===== src/include/wavegen_consts.svh =====
`ifndef WAVEGEN_CONSTS_SVH
`define WAVEGEN_CONSTS_SVH

// sample width per channel
// must equal the parallel input width of the external serializer
`define WG_DATA_WIDTH 8

// address bits of each waveform RAM
// 10 bits gives 1024 samples per channel
`define WG_ADDRESS_WIDTH 10

// number of output channels, each with its own RAM
`define WG_CHANNELS 2

// width of the host channel select
// never below one bit, even for a single channel build
`define WG_CHANNEL_WIDTH (((`WG_CHANNELS) > 1) ? $clog2(`WG_CHANNELS) : 1)

`endif


===== src/source/wavegen_pkg.sv =====
package wavegen_pkg;

	`include "wavegen_consts.svh"

	// one sample word as handed to the serializer
	typedef logic [`WG_DATA_WIDTH-1:0] sample_t;

	// index into one waveform RAM
	typedef logic [`WG_ADDRESS_WIDTH-1:0] address_t;

	// period length in samples
	// one extra bit so a completely filled RAM fits
	typedef logic [`WG_ADDRESS_WIDTH:0] length_t;

	// playback sequencer states
	typedef enum logic {
		seq_idle    = 1'b0,
		seq_playing = 1'b1
	} seq_state_e;

	// playback opcode from the host
	// loop repeats until stop, single plays one period
	typedef enum logic {
		mode_loop   = 1'b0,
		mode_single = 1'b1
	} play_mode_e;

endpackage


===== src/source/playback_sequencer.sv =====
`timescale 1ns/1ps

// shared playback control for all channels
// steps the read address through the first length entries
// loop mode wraps at the end, single mode goes back to idle
module playback_sequencer (
	input logic clock,
	input logic reset,
	input logic start,
	input logic stop,
	input wavegen_pkg::play_mode_e mode,
	input wavegen_pkg::length_t length,
	output wavegen_pkg::address_t read_address,
	output logic playing
);

	// current and next state
	wavegen_pkg::seq_state_e state;
	wavegen_pkg::seq_state_e state_next;

	// mode and length captured at start
	wavegen_pkg::play_mode_e mode_latched;
	wavegen_pkg::play_mode_e mode_next;
	wavegen_pkg::length_t length_latched;
	wavegen_pkg::length_t length_next;

	// address counter next value
	wavegen_pkg::address_t address_next;

	// final address of the period
	wavegen_pkg::address_t last_address;
	logic at_last;

	// latched length is never 0, so this cannot underflow
	// top bit drops out, a full RAM ends at the all-ones address
	assign last_address = wavegen_pkg::address_t'(length_latched - 1'b1);
	assign at_last = (read_address == last_address);

	// playing comes straight off the state register
	assign playing = (state == wavegen_pkg::seq_playing);

	always_comb begin
		// hold everything by default
		state_next = state;
		address_next = read_address;
		mode_next = mode_latched;
		length_next = length_latched;

		if (stop) begin
			// stop has priority over start
			state_next = wavegen_pkg::seq_idle;
			address_next = '0;
		end else if (start) begin
			// start from idle or restart while playing
			state_next = wavegen_pkg::seq_playing;
			address_next = '0;
			mode_next = mode;
			// zero length plays a single sample
			if (length == '0) begin
				length_next = wavegen_pkg::length_t'(1);
			end else begin
				length_next = length;
			end
		end else if (state == wavegen_pkg::seq_playing) begin
			if (!at_last) begin
				address_next = read_address + 1'b1;
			end else begin
				// end of period, wrap to the first sample
				address_next = '0;
				// single mode is done after one period
				if (mode_latched == wavegen_pkg::mode_single) begin
					state_next = wavegen_pkg::seq_idle;
				end
			end
		end
	end

	always_ff @(posedge clock) begin
		if (reset) begin
			state <= wavegen_pkg::seq_idle;
			read_address <= '0;
			mode_latched <= wavegen_pkg::mode_loop;
			// length of one keeps address 0 inside the range while idle
			length_latched <= wavegen_pkg::length_t'(1);
		end else begin
			state <= state_next;
			read_address <= address_next;
			mode_latched <= mode_next;
			length_latched <= length_next;
		end
	end

endmodule


===== config.mk =====
export PLATFORM = sky130hd
export DESIGN_NAME = playback_sequencer
export DESIGN_NICKNAME = d
export VERILOG_FILES = /design/src/source/wavegen_pkg.sv /design/src/source/playback_sequencer.sv
export VERILOG_INCLUDE_DIRS = /design/src /design/src/include
export SDC_FILE = /design/constraint.sdc
export NUM_CORES = 1
export LEC_CHECK = 0
export BUFFER_PORTS_ARGS = -buffer_cell sky130_fd_sc_hd__buf_4
export CORE_MARGIN = 2
export CORE_UTILIZATION = 30
export DETAILED_ROUTE_END_ITERATION = 8
export SLEW_MARGIN = 25
export SYNTH_ARGS = -nofsm -noshare
export SYNTH_HDL_FRONTEND = slang
export SYNTH_SLANG_ARGS = --single-unit

===== constraint.sdc =====
create_clock -name clock -period 2.8 [get_ports clock]
set_clock_uncertainty 0.15 [all_clocks]
set_input_delay 0.28 -clock clock [delete_from_list [all_inputs] [get_ports clock]]
set_output_delay 0.28 -clock clock [all_outputs]
set_load 0.05 [all_outputs]

[Yosys cells after proc, flatten, opt, wreduce, memory -nomap -nowiden]
Index checks and enable logic that the tools add are counted.
Word-level totals
  register bits: 22
  output and inout port bits: 11
  word-level logic and storage cells: 18
  input port bits: 16
Operators by class
  equal/unequal tests: 1
  mux-type cells: 6
  bitwise operators: 1
  reductions and logical operators: 4
  add/sub/neg operators: 2
Operators by type and width (count)
  $mux W10: 2
  $logic_not A11 Y1: 1
  $add A10 B1 Y10 const B: 1
  $eq A10 B10 Y1: 1
  $sub A10 B1 Y10 const B: 1
  $mux W1: 4
  $reduce_or A3 Y1: 1
  $reduce_and A2 Y1: 1
  $reduce_or A2 Y1: 1
  $not A1 Y1: 1

[Longest topological paths before layout]
Gate-level depths: netlist of run 1.
  depth in word-level cells: 5
  mapped depth: 8
  gate-level depth less buffers: 7

[Worst setup path before layout of run 1]
No wires, ideal clock.
  path kind: register to register
  start: register read_address[2]
  end: register state (netlist: playing)
  setup slack: 0.469 ns
  stages on the path, launching flop included: 7
  data required time: 2.517 ns
  path buffers: 2
  library setup time: 0.133 ns
  arrival time: 2.049 ns
  clock period less this slack: 2.331 ns
  cell sequence: dfxtp_1 clkbuf_1 nand2_1 or4_4 a2111oi_4 buf_6 a41oi_2
On the way
  longest elaborated chain between the ends: 4
RTL lines
  from (decl): RTL line playback_sequencer.sv:13  | output wavegen_pkg::address_t read_address,
  from (signal assigned): RTL line playback_sequencer.sv:87  | read_address <= address_next;
  $eq A10 B10 Y1: RTL line playback_sequencer.sv:37  | assign at_last = (read_address == last_address);
  $mux W1: RTL line playback_sequencer.sv:65  | if (!at_last) begin
  $mux W1: RTL line playback_sequencer.sv:64  | end else if (state == wavegen_pkg::seq_playing) begin
  $mux W1: RTL line playback_sequencer.sv:53  | end else if (start) begin
  to (signal assigned): RTL line playback_sequencer.sv:80  | state <= wavegen_pkg::seq_idle;
  to (signal assigned): RTL line playback_sequencer.sv:86  | state <= state_next;
  to (decl): RTL line playback_sequencer.sv:18  | wavegen_pkg::seq_state_e state;
No other way between the ends.
A chain may end at the register's enable or synchronous reset.

[Final worst setup path of run 1]
  start: register length_latched[0]
  end: register read_address[5]
On the way
  longest elaborated chain between the ends: 3
RTL lines
  from (decl): RTL line playback_sequencer.sv:24  | wavegen_pkg::length_t length_latched;
  from (signal assigned): RTL line playback_sequencer.sv:84  | length_latched <= wavegen_pkg::length_t'(1);
  from (signal assigned): RTL line playback_sequencer.sv:89  | length_latched <= length_next;
  $sub A10 B1 Y10: RTL line playback_sequencer.sv:36  | assign last_address = wavegen_pkg::address_t'(length_latched - 1'b1);
  $eq A10 B10 Y1: RTL line playback_sequencer.sv:37
  $mux W10: RTL line playback_sequencer.sv:65
No other way between the ends.

==> results of run 1 <==
path summary, 6_finish.rpt:
path | endpoint | slack [ns] | from | cells past startpoint
max | read_address[5]$_SDFFE_PP0P_ | 0.48 | length_latched[0]$_SDFFE_PP1P_ | 7
min | mode_latched$_SDFFE_PP0P_ | 0.11 | mode | 3
max reg2reg | read_address[5]$_SDFFE_PP0P_ | 0.48 | length_latched[0]$_SDFFE_PP1P_ | 7
min reg2reg | length_latched[9]$_SDFFE_PP0P_ | 0.33 | length_latched[9]$_SDFFE_PP0P_ | 2
registers in the layout (all words and copies together) (netlist names):
name and flops:
length_latched 10, read_address 10, mode_latched 1, playing 1
cells in the final DEF, fill, tap and decap left out, drive strengths merged, types with 5 or more instances in the layout:
cell / netlist / final
nand3: 6 / 6
a21oi: 11 / 11
a311oi: 6 / 6
nand3b: 5 / 5
dfxtp: 22 / 22
buf: 2 / 29
nand2: 29 / 29
nor2: 7 / 7
xnor2: 12 / 12
xor2: 8 / 8
kinds of logic (layout without fill, tap and decap cells):
kind of cell	Yosys count	in the layout	synth area share [%]
buffers and inverters	12	36	4.16
DFF	22	22	33.3
adders and majority gates	2	2	1.89
and+or+nand+nor	68	68	27.6
AOI/OAI and AO/OA	34	34	19.8
xor gates and xnor gates	20	20	13.2
report_power, final:
group	internal [W]	switching, W
Sequential	0.000321	0.0000124
Clock	0.000191	0.000106
Combinational	0.0000530	0.0000665
metrics by stage:
stage | worst slack [ns] | util (%) | hold WS, ns | instances | instance area, µm²
2_1_floorplan | 0.469 | - | 0.224 | 158 | 1320
3_3_place_gp | 0.593 | 36.4 | 0.299 | 230 | 1560
3_5_place_dp | 0.506 | 36.4 | 0.312 | 230 | 1560
4_1_cts | 0.488 | 38.0 | 0.104 | 234 | 1630
5_1_grt | 0.282 | 38.0 | 0.111 | 234 | 1630
6_report | 0.483 | 38.0 | 0.107 | 234 | 1630
cell type report:
type                    count  area share, %
well taps                  52           3.98
repair buffers             29           13.3
clock buffers               3           2.53
multi-input cells         124           50.7
flip-flops and latches     22           27.0
clock inverters             1           1.84
inverters                   3          0.690
worst max-delay path, stage by stage (launching register included):
cell and delay (ns):
dfxtp_1 0.38, inv_1 0.08, ha_1 0.24, nor3b_1 0.43, nand2_1 0.10, o2111ai_1 0.33, nand2_2 0.21, a311oi_1 0.30
per-layer routing:
layer	global-route usage, %	up-vias
met5	0	-
met4	3.85	0
met3	3.03	4
met2	21.4	26
met1	17.5	553
li1	-	618
==> results.sh, run 1 <==
export IMPL_area_delta_synth_final_pct=23.5
export IMPL_synth_most_common_cell="nand2_1"
export IMPL_yosysSeqAreaShare_pct=33.3
export IMPL_worstSetupStartpointType="flop"
export IMPL_die_w_um=70.4
export IMPL_worst_pin_slew_ns=0.613
export IMPL_portBuffers=26
export IMPL_seqCellArea_um2=440
export IMPL_io_pins=27
export IMPL_cap_violations=0
export IMPL_core_area_um2=4290
export IMPL_crit_required_ns=2.82
export IMPL_synth_common_cells="nand2_1 (28), dfxtp_1 (22), xnor2_1 (12)"
export IMPL_wl_met2_um=1410
export IMPL_numCtsBuffers=3
export IMPL_syn_nets=176
export IMPL_die_area_um2=4960
export IMPL_path_clk_slew_ns=0.08
export IMPL_dp_hpwl_um=2410
export IMPL_route_met3_wl_um=152
export IMPL_finalCritPeriodShare_pct=82.8
export IMPL_power_total_w=0.000750
export IMPL_synth_top_cell_by_area="dfxtp_1"
export IMPL_gp_congestion=0.861
export IMPL_dr_pass1_iters=4
export IMPL_irDropWorstVdd_uv=221
export IMPL_layout_filler_cells=447
export IMPL_wl_per_cell_um=12.9
export IMPL_initial_core_util_pct=30.8
export IMPL_synthCells=158
export IMPL_hp_class="in2reg"
export IMPL_met1_length_um=1440
export IMPL_p_per_area_nw_per_um2=459
export IMPL_grt_total_usage_pct=13.2
export IMPL_synth_distinct_cells=37
export IMPL_cp_end_kind="flop"
export IMPL_rsz0062_at_grt="false"
export IMPL_dieHeight_um=70.4
export IMPL_slew_violations=0
export IMPL_overflow=0
export IMPL_synth_area_per_cell_um2=8.37
export IMPL_grt_pass1_wl_um=5330
export IMPL_arrival_ns=2.34
export IMPL_ys_seq_elements=22
export IMPL_drive_gt1_share_pct=20.9
export IMPL_highest_layer="met4"
export IMPL_status="completed"
export IMPL_cts_setup_buffers=0
export IMPL_htree_levels=1
export IMPL_drt_wl_total_um=3030
export IMPL_drt_iter0_markers=40
export IMPL_num_rows=24
export IMPL_hold_violations=0
export IMPL_multi_input_comb_area_um2=827
export IMPL_period_needed_ns=2.32
export IMPL_synth_flop_cell="dfxtp_1"
export IMPL_grt_pass1_vias=1134
export IMPL_cts_tree="built"
export IMPL_clockRootBuffer="clkbuf_8"
export IMPL_clkSinkCount=22
export IMPL_clk_path_buf_depth=2
export IMPL_cp_max_fo=9
export IMPL_nets=201
export IMPL_grt_max_degree=20
export IMPL_antenna_left=0
export IMPL_setup_tns_ns=0
export IMPL_antenna_found_initial=0
export IMPL_asyncSetResetFlopFracSynth_pct=0
export IMPL_ys_warnings_count=0
export IMPL_cts_hold_fix_buffers=0
export IMPL_synth_edff_count=0
export IMPL_clkLatencyLatePin_ns=0.26
export IMPL_finalSetupViolCount=0
export IMPL_vias=1201
export IMPL_cts_resized=0
export IMPL_ys_top_cells_by_area="dfxtp_1 (33%), nand2_1 (7.9%), xnor2_1 (7.9%), xor2_1 (5.3%), a21oi_1 (4.2%)"
export IMPL_mappedNetlistArea_um2=1320
export IMPL_crit_type="reg2reg"
export IMPL_p_leak_nw=0.607
export IMPL_relSlewSlack_pct=58.8
export IMPL_yosysTopAreaCellShare_pct=33.3
export IMPL_drc_errors=0
export IMPL_viasPerCell=5.13
export IMPL_fmax_mhz=432
export IMPL_antennaDiodeCount=0
Power figures use the tool's default switching activity.
==> run 2, diff against run 1 <==
==> constraint.sdc (replaced) <==
create_clock -name clock -period 2.2 [get_ports clock]
set_clock_uncertainty 0.15 [all_clocks]
set_input_delay 0.22 -clock clock [delete_from_list [all_inputs] [get_ports clock]]
set_output_delay 0.22 -clock clock [all_outputs]
set_load 0.05 [all_outputs]
==> run 2 against run 1 <==
- maximum frequency increased by 12%
- critical endpoint is now playing$_SDFF_PP0_
- core utilization rose by 3.6 points
- sequential power is 27% higher
- sequential cell count did not move
- wire length up 11%
- final area rose by 9.5%
- via count up 5.2%
- first-iteration DRC count grew 120%
- die area did not move
- global-route usage about the same
==> results.sh, run 2 (same netlist as run 1, synthesis figures left out) <==
export IMPL_cap_violations=0
export IMPL_crit_required_ns=2.24
export IMPL_grt_max_degree=20
export IMPL_num_rows=24
export IMPL_antenna_found_initial=0
export IMPL_grt_pass1_wl_um=5330
export IMPL_reg2reg_to="playing$_SDFF_PP0_"
export IMPL_clockRootBuffer="clkbuf_8"
export IMPL_met1_length_um=1580
export IMPL_clkSinkCount=22
export IMPL_portBuffers=26
export IMPL_crit_type="reg2reg"
export IMPL_path_cells="inv_2 > ha_4 > nor3b_4 > buf_4 > nor4bb_1 > a32oi_1 > nand2_1 > buf_4 > a41oi_2"
export IMPL_reg_top3="length_latched x10, read_address x10"
export IMPL_die_area_um2=4960
export IMPL_irDropWorstVdd_uv=484
export IMPL_antenna_left=0
export IMPL_hp_class="in2reg"
export IMPL_p_per_area_nw_per_um2=560
export IMPL_layout_common_cells="buf_4 (42), nand2_1 (29), dfxtp_1 (16)"
export IMPL_rsz0062_at_grt="false"
export IMPL_rr_worst_depth=9
export IMPL_antennaDiodeCount=0
export IMPL_power_total_w=0.00100
export IMPL_fin_area_um2=1790
export IMPL_overflow=0
export IMPL_critical_path_max_stage_delay_ns=0.34
export IMPL_finalSetupViolCount=0
export IMPL_io_pins=27
export IMPL_core_area_um2=4290
export IMPL_dpl_cell_area_um2=1620
export IMPL_hold_violations=0
export IMPL_clkLatencyLatePin_ns=0.26
export IMPL_period_needed_ns=2.08
export IMPL_holdPathEnd="length_latched[2]$_SDFFE_PP0P_"
export IMPL_layout_filler_cells=436
export IMPL_dp_cells=238
export IMPL_drt_iter0_markers=88
export IMPL_grt_total_usage_pct=13.3
export IMPL_vias=1264
export IMPL_drc_errors=0
export IMPL_r2r_slack_ns=0.12
export IMPL_setup_tns_ns=0
export IMPL_route_met3_wl_um=195
export IMPL_dr_pass1_iters=4
export IMPL_htree_levels=1
export IMPL_path_clk_slew_ns=0.08
export IMPL_gp_congestion=0.927
export IMPL_area_delta_synth_final_pct=35.2
export IMPL_finalCritPeriodShare_pct=94.4
export IMPL_worst_path_max_delay_cell="dfxtp_2"
export IMPL_initial_core_util_pct=30.8
export IMPL_fmax_mhz=482
export IMPL_drive_gt1_share_pct=32.5
export IMPL_wl_met2_um=1550
export IMPL_crit_start="length_latched[0]$_SDFFE_PP1P_"
export IMPL_status="completed"
export IMPL_highest_layer="met4"
export IMPL_cts_tree="built"
export IMPL_critPathMostFrequentCell="buf_4"
export IMPL_final_cells=249
export IMPL_worst_pin_slew_ns=0.578
export IMPL_slew_violations=0
export IMPL_min_from="length[2]"
export IMPL_mostFrequentLayoutCell="buf_4"
export IMPL_clk_path_buf_depth=2
export IMPL_worstSetupStartpointType="flop"
export IMPL_drt_wl_total_um=3350
export IMPL_dp_hpwl_um=2530
export IMPL_numCtsBuffers=3
export IMPL_viasPerCell=5.08
export IMPL_r2r_start="length_latched[0]$_SDFFE_PP1P_"
export IMPL_hold_depth=3
export IMPL_cp_max_fo=4
export IMPL_grt_pass1_vias=1180
export IMPL_cp_end_kind="flop"
export IMPL_wl_per_cell_um=13.4
export IMPL_relSlewSlack_pct=61.3
export IMPL_dieHeight_um=70.4
export IMPL_die_w_um=70.4
export IMPL_nets=216
export IMPL_p_leak_nw=0.689
export IMPL_arrival_ns=2.12
-- run 2: area by class of cell --
| class | instances | area [µm²] | share of cell area [%] |
|---|---|---|---|
| flip-flops and latches | 22 | 448 | 25.1 |
| clock buffers | 3 | 41.3 | 2.31 |
| clock inverters | 1 | 30.0 | 1.68 |
| inverters | 3 | 11.3 | 0.630 |
| repair buffers | 43 | 327 | 18.3 |
| multi-input cells | 125 | 866 | 48.4 |
| well taps | 52 | 65.1 | 3.64 |
-- run 2: through the flow --
step	setup WS (ns)	utilization [%]	hold WS [ns]
global placement	0.112	37.8	0.300
floorplan	0.0245	-	0.164
finish	0.123	41.6	0.0470
detailed placement	0.0445	37.8	0.312
global route	0.0157	41.6	0.0469
CTS	0.0318	39.5	0.0517
-- run 2: worst max path at each step --
stage                                               to  slack (ns)  depth (start not counted)
after floorplan                     playing$_SDFF_PP0_        0.02                          6
after global placement    read_address[8]$_SDFFE_PP0P_        0.11                          8
after detailed placement  read_address[8]$_SDFFE_PP0P_        0.04                          8
after CTS                 read_address[8]$_SDFFE_PP0P_        0.03                          8
after global routing      read_address[0]$_SDFFE_PP0P_        0.02                          8
final                               playing$_SDFF_PP0_        0.12                          9
-- run 2: metal layers --
layer | track usage (%) | vias to the layer above
li1 | - | 650
met1 | 16.4 | 575
met2 | 22.9 | 37
met3 | 3.75 | 2
met4 | 2.56 | 0
met5 | 0 | -
-- run 2: timing repair --
action / 4_1_cts / 5_1_grt
endpoints found under the setup margin: 0 / 11
hold buffers: 0 / 0
resized for setup: 0 / 14
buffers inserted: 0 / 5
-- run 2: critical path, delay by kind of cell, from the launching register on --
kind | cells | cell delay, ns
simple gates | 3 | 0.49
compound gates | 2 | 0.49
buf+inv | 3 | 0.37
flops | 1 | 0.34
fa+ha+maj | 1 | 0.16
-- run 2: power breakdown --
part / total [W] / internal, W / switching [W]
Sequential: 0.000424 / 0.000410 / 0.0000145
Combinational: 0.000201 / 0.0000998 / 0.000101
Clock: 0.000376 / 0.000243 / 0.000133
==> run 3, diff against run 2 <==
--- a/config.mk
+++ b/config.mk
@@ -7,9 +7,12 @@
 export NUM_CORES = 1
 export LEC_CHECK = 0
 export BUFFER_PORTS_ARGS = -buffer_cell sky130_fd_sc_hd__buf_4
+export CELL_PAD_IN_SITES_DETAIL_PLACEMENT = 1
+export CELL_PAD_IN_SITES_GLOBAL_PLACEMENT = 1
 export CORE_MARGIN = 2
 export CORE_UTILIZATION = 30
 export DETAILED_ROUTE_END_ITERATION = 8
+export PLACE_DENSITY_LB_ADDON = 0.1
 export SLEW_MARGIN = 25
 export SYNTH_ARGS = -nofsm -noshare
 export SYNTH_HDL_FRONTEND = slang
==> constraint.sdc (replaced) <==
create_clock -name clock -period 2.1 [get_ports clock]
set_clock_uncertainty 0.15 [all_clocks]
set_input_delay 0.21 -clock clock [delete_from_list [all_inputs] [get_ports clock]]
set_output_delay 0.21 -clock clock [all_outputs]
set_load 0.05 [all_outputs]
==> run 3 against run 2 <==
- combinational power grew 10%
- worst setup slack lost 0.12 ns
- critical endpoint is now read_address[9]$_SDFFE_PP0P_
- worst hold slack lost 0.0065 ns
- register-to-register slack lost 0.12 ns
- total power shrank 2.9%
- cell count grew 0.80%
- sequential power grew 4%
- largest power group unchanged
- first-iteration DRC count shrank 56%
- non-clock buffer count grew 2
- sequential share of layout area shrank 0.29 points
==> results.sh, run 3 (same netlist as run 1, synthesis figures left out) <==
export IMPL_worst_pin_slew_ns=0.696
export IMPL_num_rows=24
export IMPL_clkSinkCount=22
export IMPL_clk_path_buf_depth=2
export IMPL_portBuffers=26
export IMPL_grt_max_degree=20
export IMPL_met1_usage_pct=22.7
export IMPL_die_area_um2=4960
export IMPL_dieHeight_um=70.4
export IMPL_drt_iter0_markers=39
export IMPL_gp_congestion=0.813
export IMPL_wl_per_cell_um=15.9
export IMPL_relSlewSlack_pct=53.4
export IMPL_layout_filler_cells=506
export IMPL_clkLatencyLatePin_ns=0.26
export IMPL_fmax_mhz=477
export IMPL_cp_max_fo=5
export IMPL_reg_top3="length_latched x10, read_address x10"
export IMPL_nets=218
export IMPL_dr_pass1_iters=4
export IMPL_drive_gt1_share_pct=34.2
export IMPL_status="completed"
export IMPL_htree_levels=1
export IMPL_finalSetupViolCount=0
export IMPL_io_pins=27
export IMPL_slew_violations=0
export IMPL_arrival_ns=2.08
export IMPL_overflow=0
export IMPL_die_w_um=70.4
export IMPL_core_area_um2=4290
export IMPL_cap_violations=0
export IMPL_hp_class="in2reg"
export IMPL_initial_core_util_pct=30.8
export IMPL_numCtsBuffers=3
export IMPL_grt_pass1_vias=1383
export IMPL_rsz0062_at_grt="true"
export IMPL_hold_violations=0
export IMPL_mostFrequentLayoutCell="buf_4"
export IMPL_path_clk_slew_ns=0.08
export IMPL_drt_wl_total_um=3980
export IMPL_busiest_layer="met2"
export IMPL_finalCritPeriodShare_pct=99.8
export IMPL_period_needed_ns=2.10
export IMPL_p_leak_nw=0.704
export IMPL_grt_total_usage_pct=17.0
export IMPL_p_per_area_nw_per_um2=536
export IMPL_vias=1322
export IMPL_worstSetupStartpointType="flop"
export IMPL_globalRouteMet3Util_pct=2.60
export IMPL_clockRootBuffer="clkbuf_8"
export IMPL_antenna_found_initial=0
export IMPL_crit_type="reg2reg"
export IMPL_use_met2_pct=28.1
export IMPL_final_cells=251
export IMPL_grt_pass1_wl_um=6690
export IMPL_dp_hpwl_um=3020
export IMPL_viasPerCell=5.27
export IMPL_antennaDiodeCount=0
export IMPL_fin_area_um2=1810
export IMPL_drc_errors=0
export IMPL_dp_cells=238
export IMPL_cts_tree="built"
export IMPL_crit_required_ns=2.09
export IMPL_layout_common_cells="buf_4 (43), nand2_1 (29), dfxtp_1 (17)"
export IMPL_irDropWorstVdd_uv=213
export IMPL_cp_end_kind="flop"
export IMPL_antenna_left=0
export IMPL_area_delta_synth_final_pct=37.2
export IMPL_dpl_cell_area_um2=1630
-- run 3: layout make-up --
type	count	area (µm²)	share of cell area [%]
well taps	52	65.1	3.59
inverters	3	11.3	0.621
flip-flops and latches	22	449	24.8
clock buffers	4	55.1	3.03
multi-input cells	125	888	49.0
repair buffers	45	345	19.0
-- run 3: path summary, 6_finish.rpt --
kind,start,to,slack (ns),cells after the start
min reg2reg,length_latched[9]$_SDFFE_PP0P_,length_latched[9]$_SDFFE_PP0P_,0.33,2
max reg2reg,length_latched[0]$_SDFFE_PP1P_,read_address[9]$_SDFFE_PP0P_,0.004,7
min,mode,mode_latched$_SDFFE_PP0P_,0.04,3
max,length_latched[0]$_SDFFE_PP1P_,read_address[9]$_SDFFE_PP0P_,0.004,7
-- run 3: repair_timing --
item,in CTS,in global routing
buffers inserted,3,4
setup endpoints to repair,11,11
hold buffers,0,0
gates cloned,2,0
endpoints found under the hold margin,0,0
pin swaps,7,7
resized for setup,8,8
-- run 3: critical path: stages (launching register included) --
cell and delay [ns]:
dfxtp_2 0.33, buf_6 0.12, nor4_4 0.34, nand2b_1 0.14, xnor2_2 0.18, a2111oi_4 0.39
buf_4 0.21, a311oi_1 0.10
-- run 3: report_power, final --
group	total, W	internal, W	switching, W
registers	0.000442	0.000428	0.0000144
clock network	0.000308	0.000167	0.000141
logic	0.000222	0.000105	0.000116
total	0.000972	0.000700	0.000272
-- run 3: through the flow --
step | worst slack, ns | util (%) | TNS (ns) | power [W] | hold WS (ns)
floorplan | 0.0283 | - | 0 | 0.000566 | 0.154
global placement | -0.00300 | 37.9 | -0.00300 | 0.000626 | 0.303
detailed placement | -0.0526 | 37.9 | -0.263 | 0.000632 | 0.310
CTS | 0.00277 | 40.6 | 0 | 0.000967 | 0.0363
global route | -0.0856 | 42.2 | -0.834 | 0.00103 | 0.0440
finish | 0.00391 | 42.2 | 0 | 0.000972 | 0.0405
-- run 3: metal layers --
layer	routed length (µm)	part of all wire (%)
met5	0	0
met4	38	0.96
met3	85	2.1
met2	1920	48
met1	1940	49
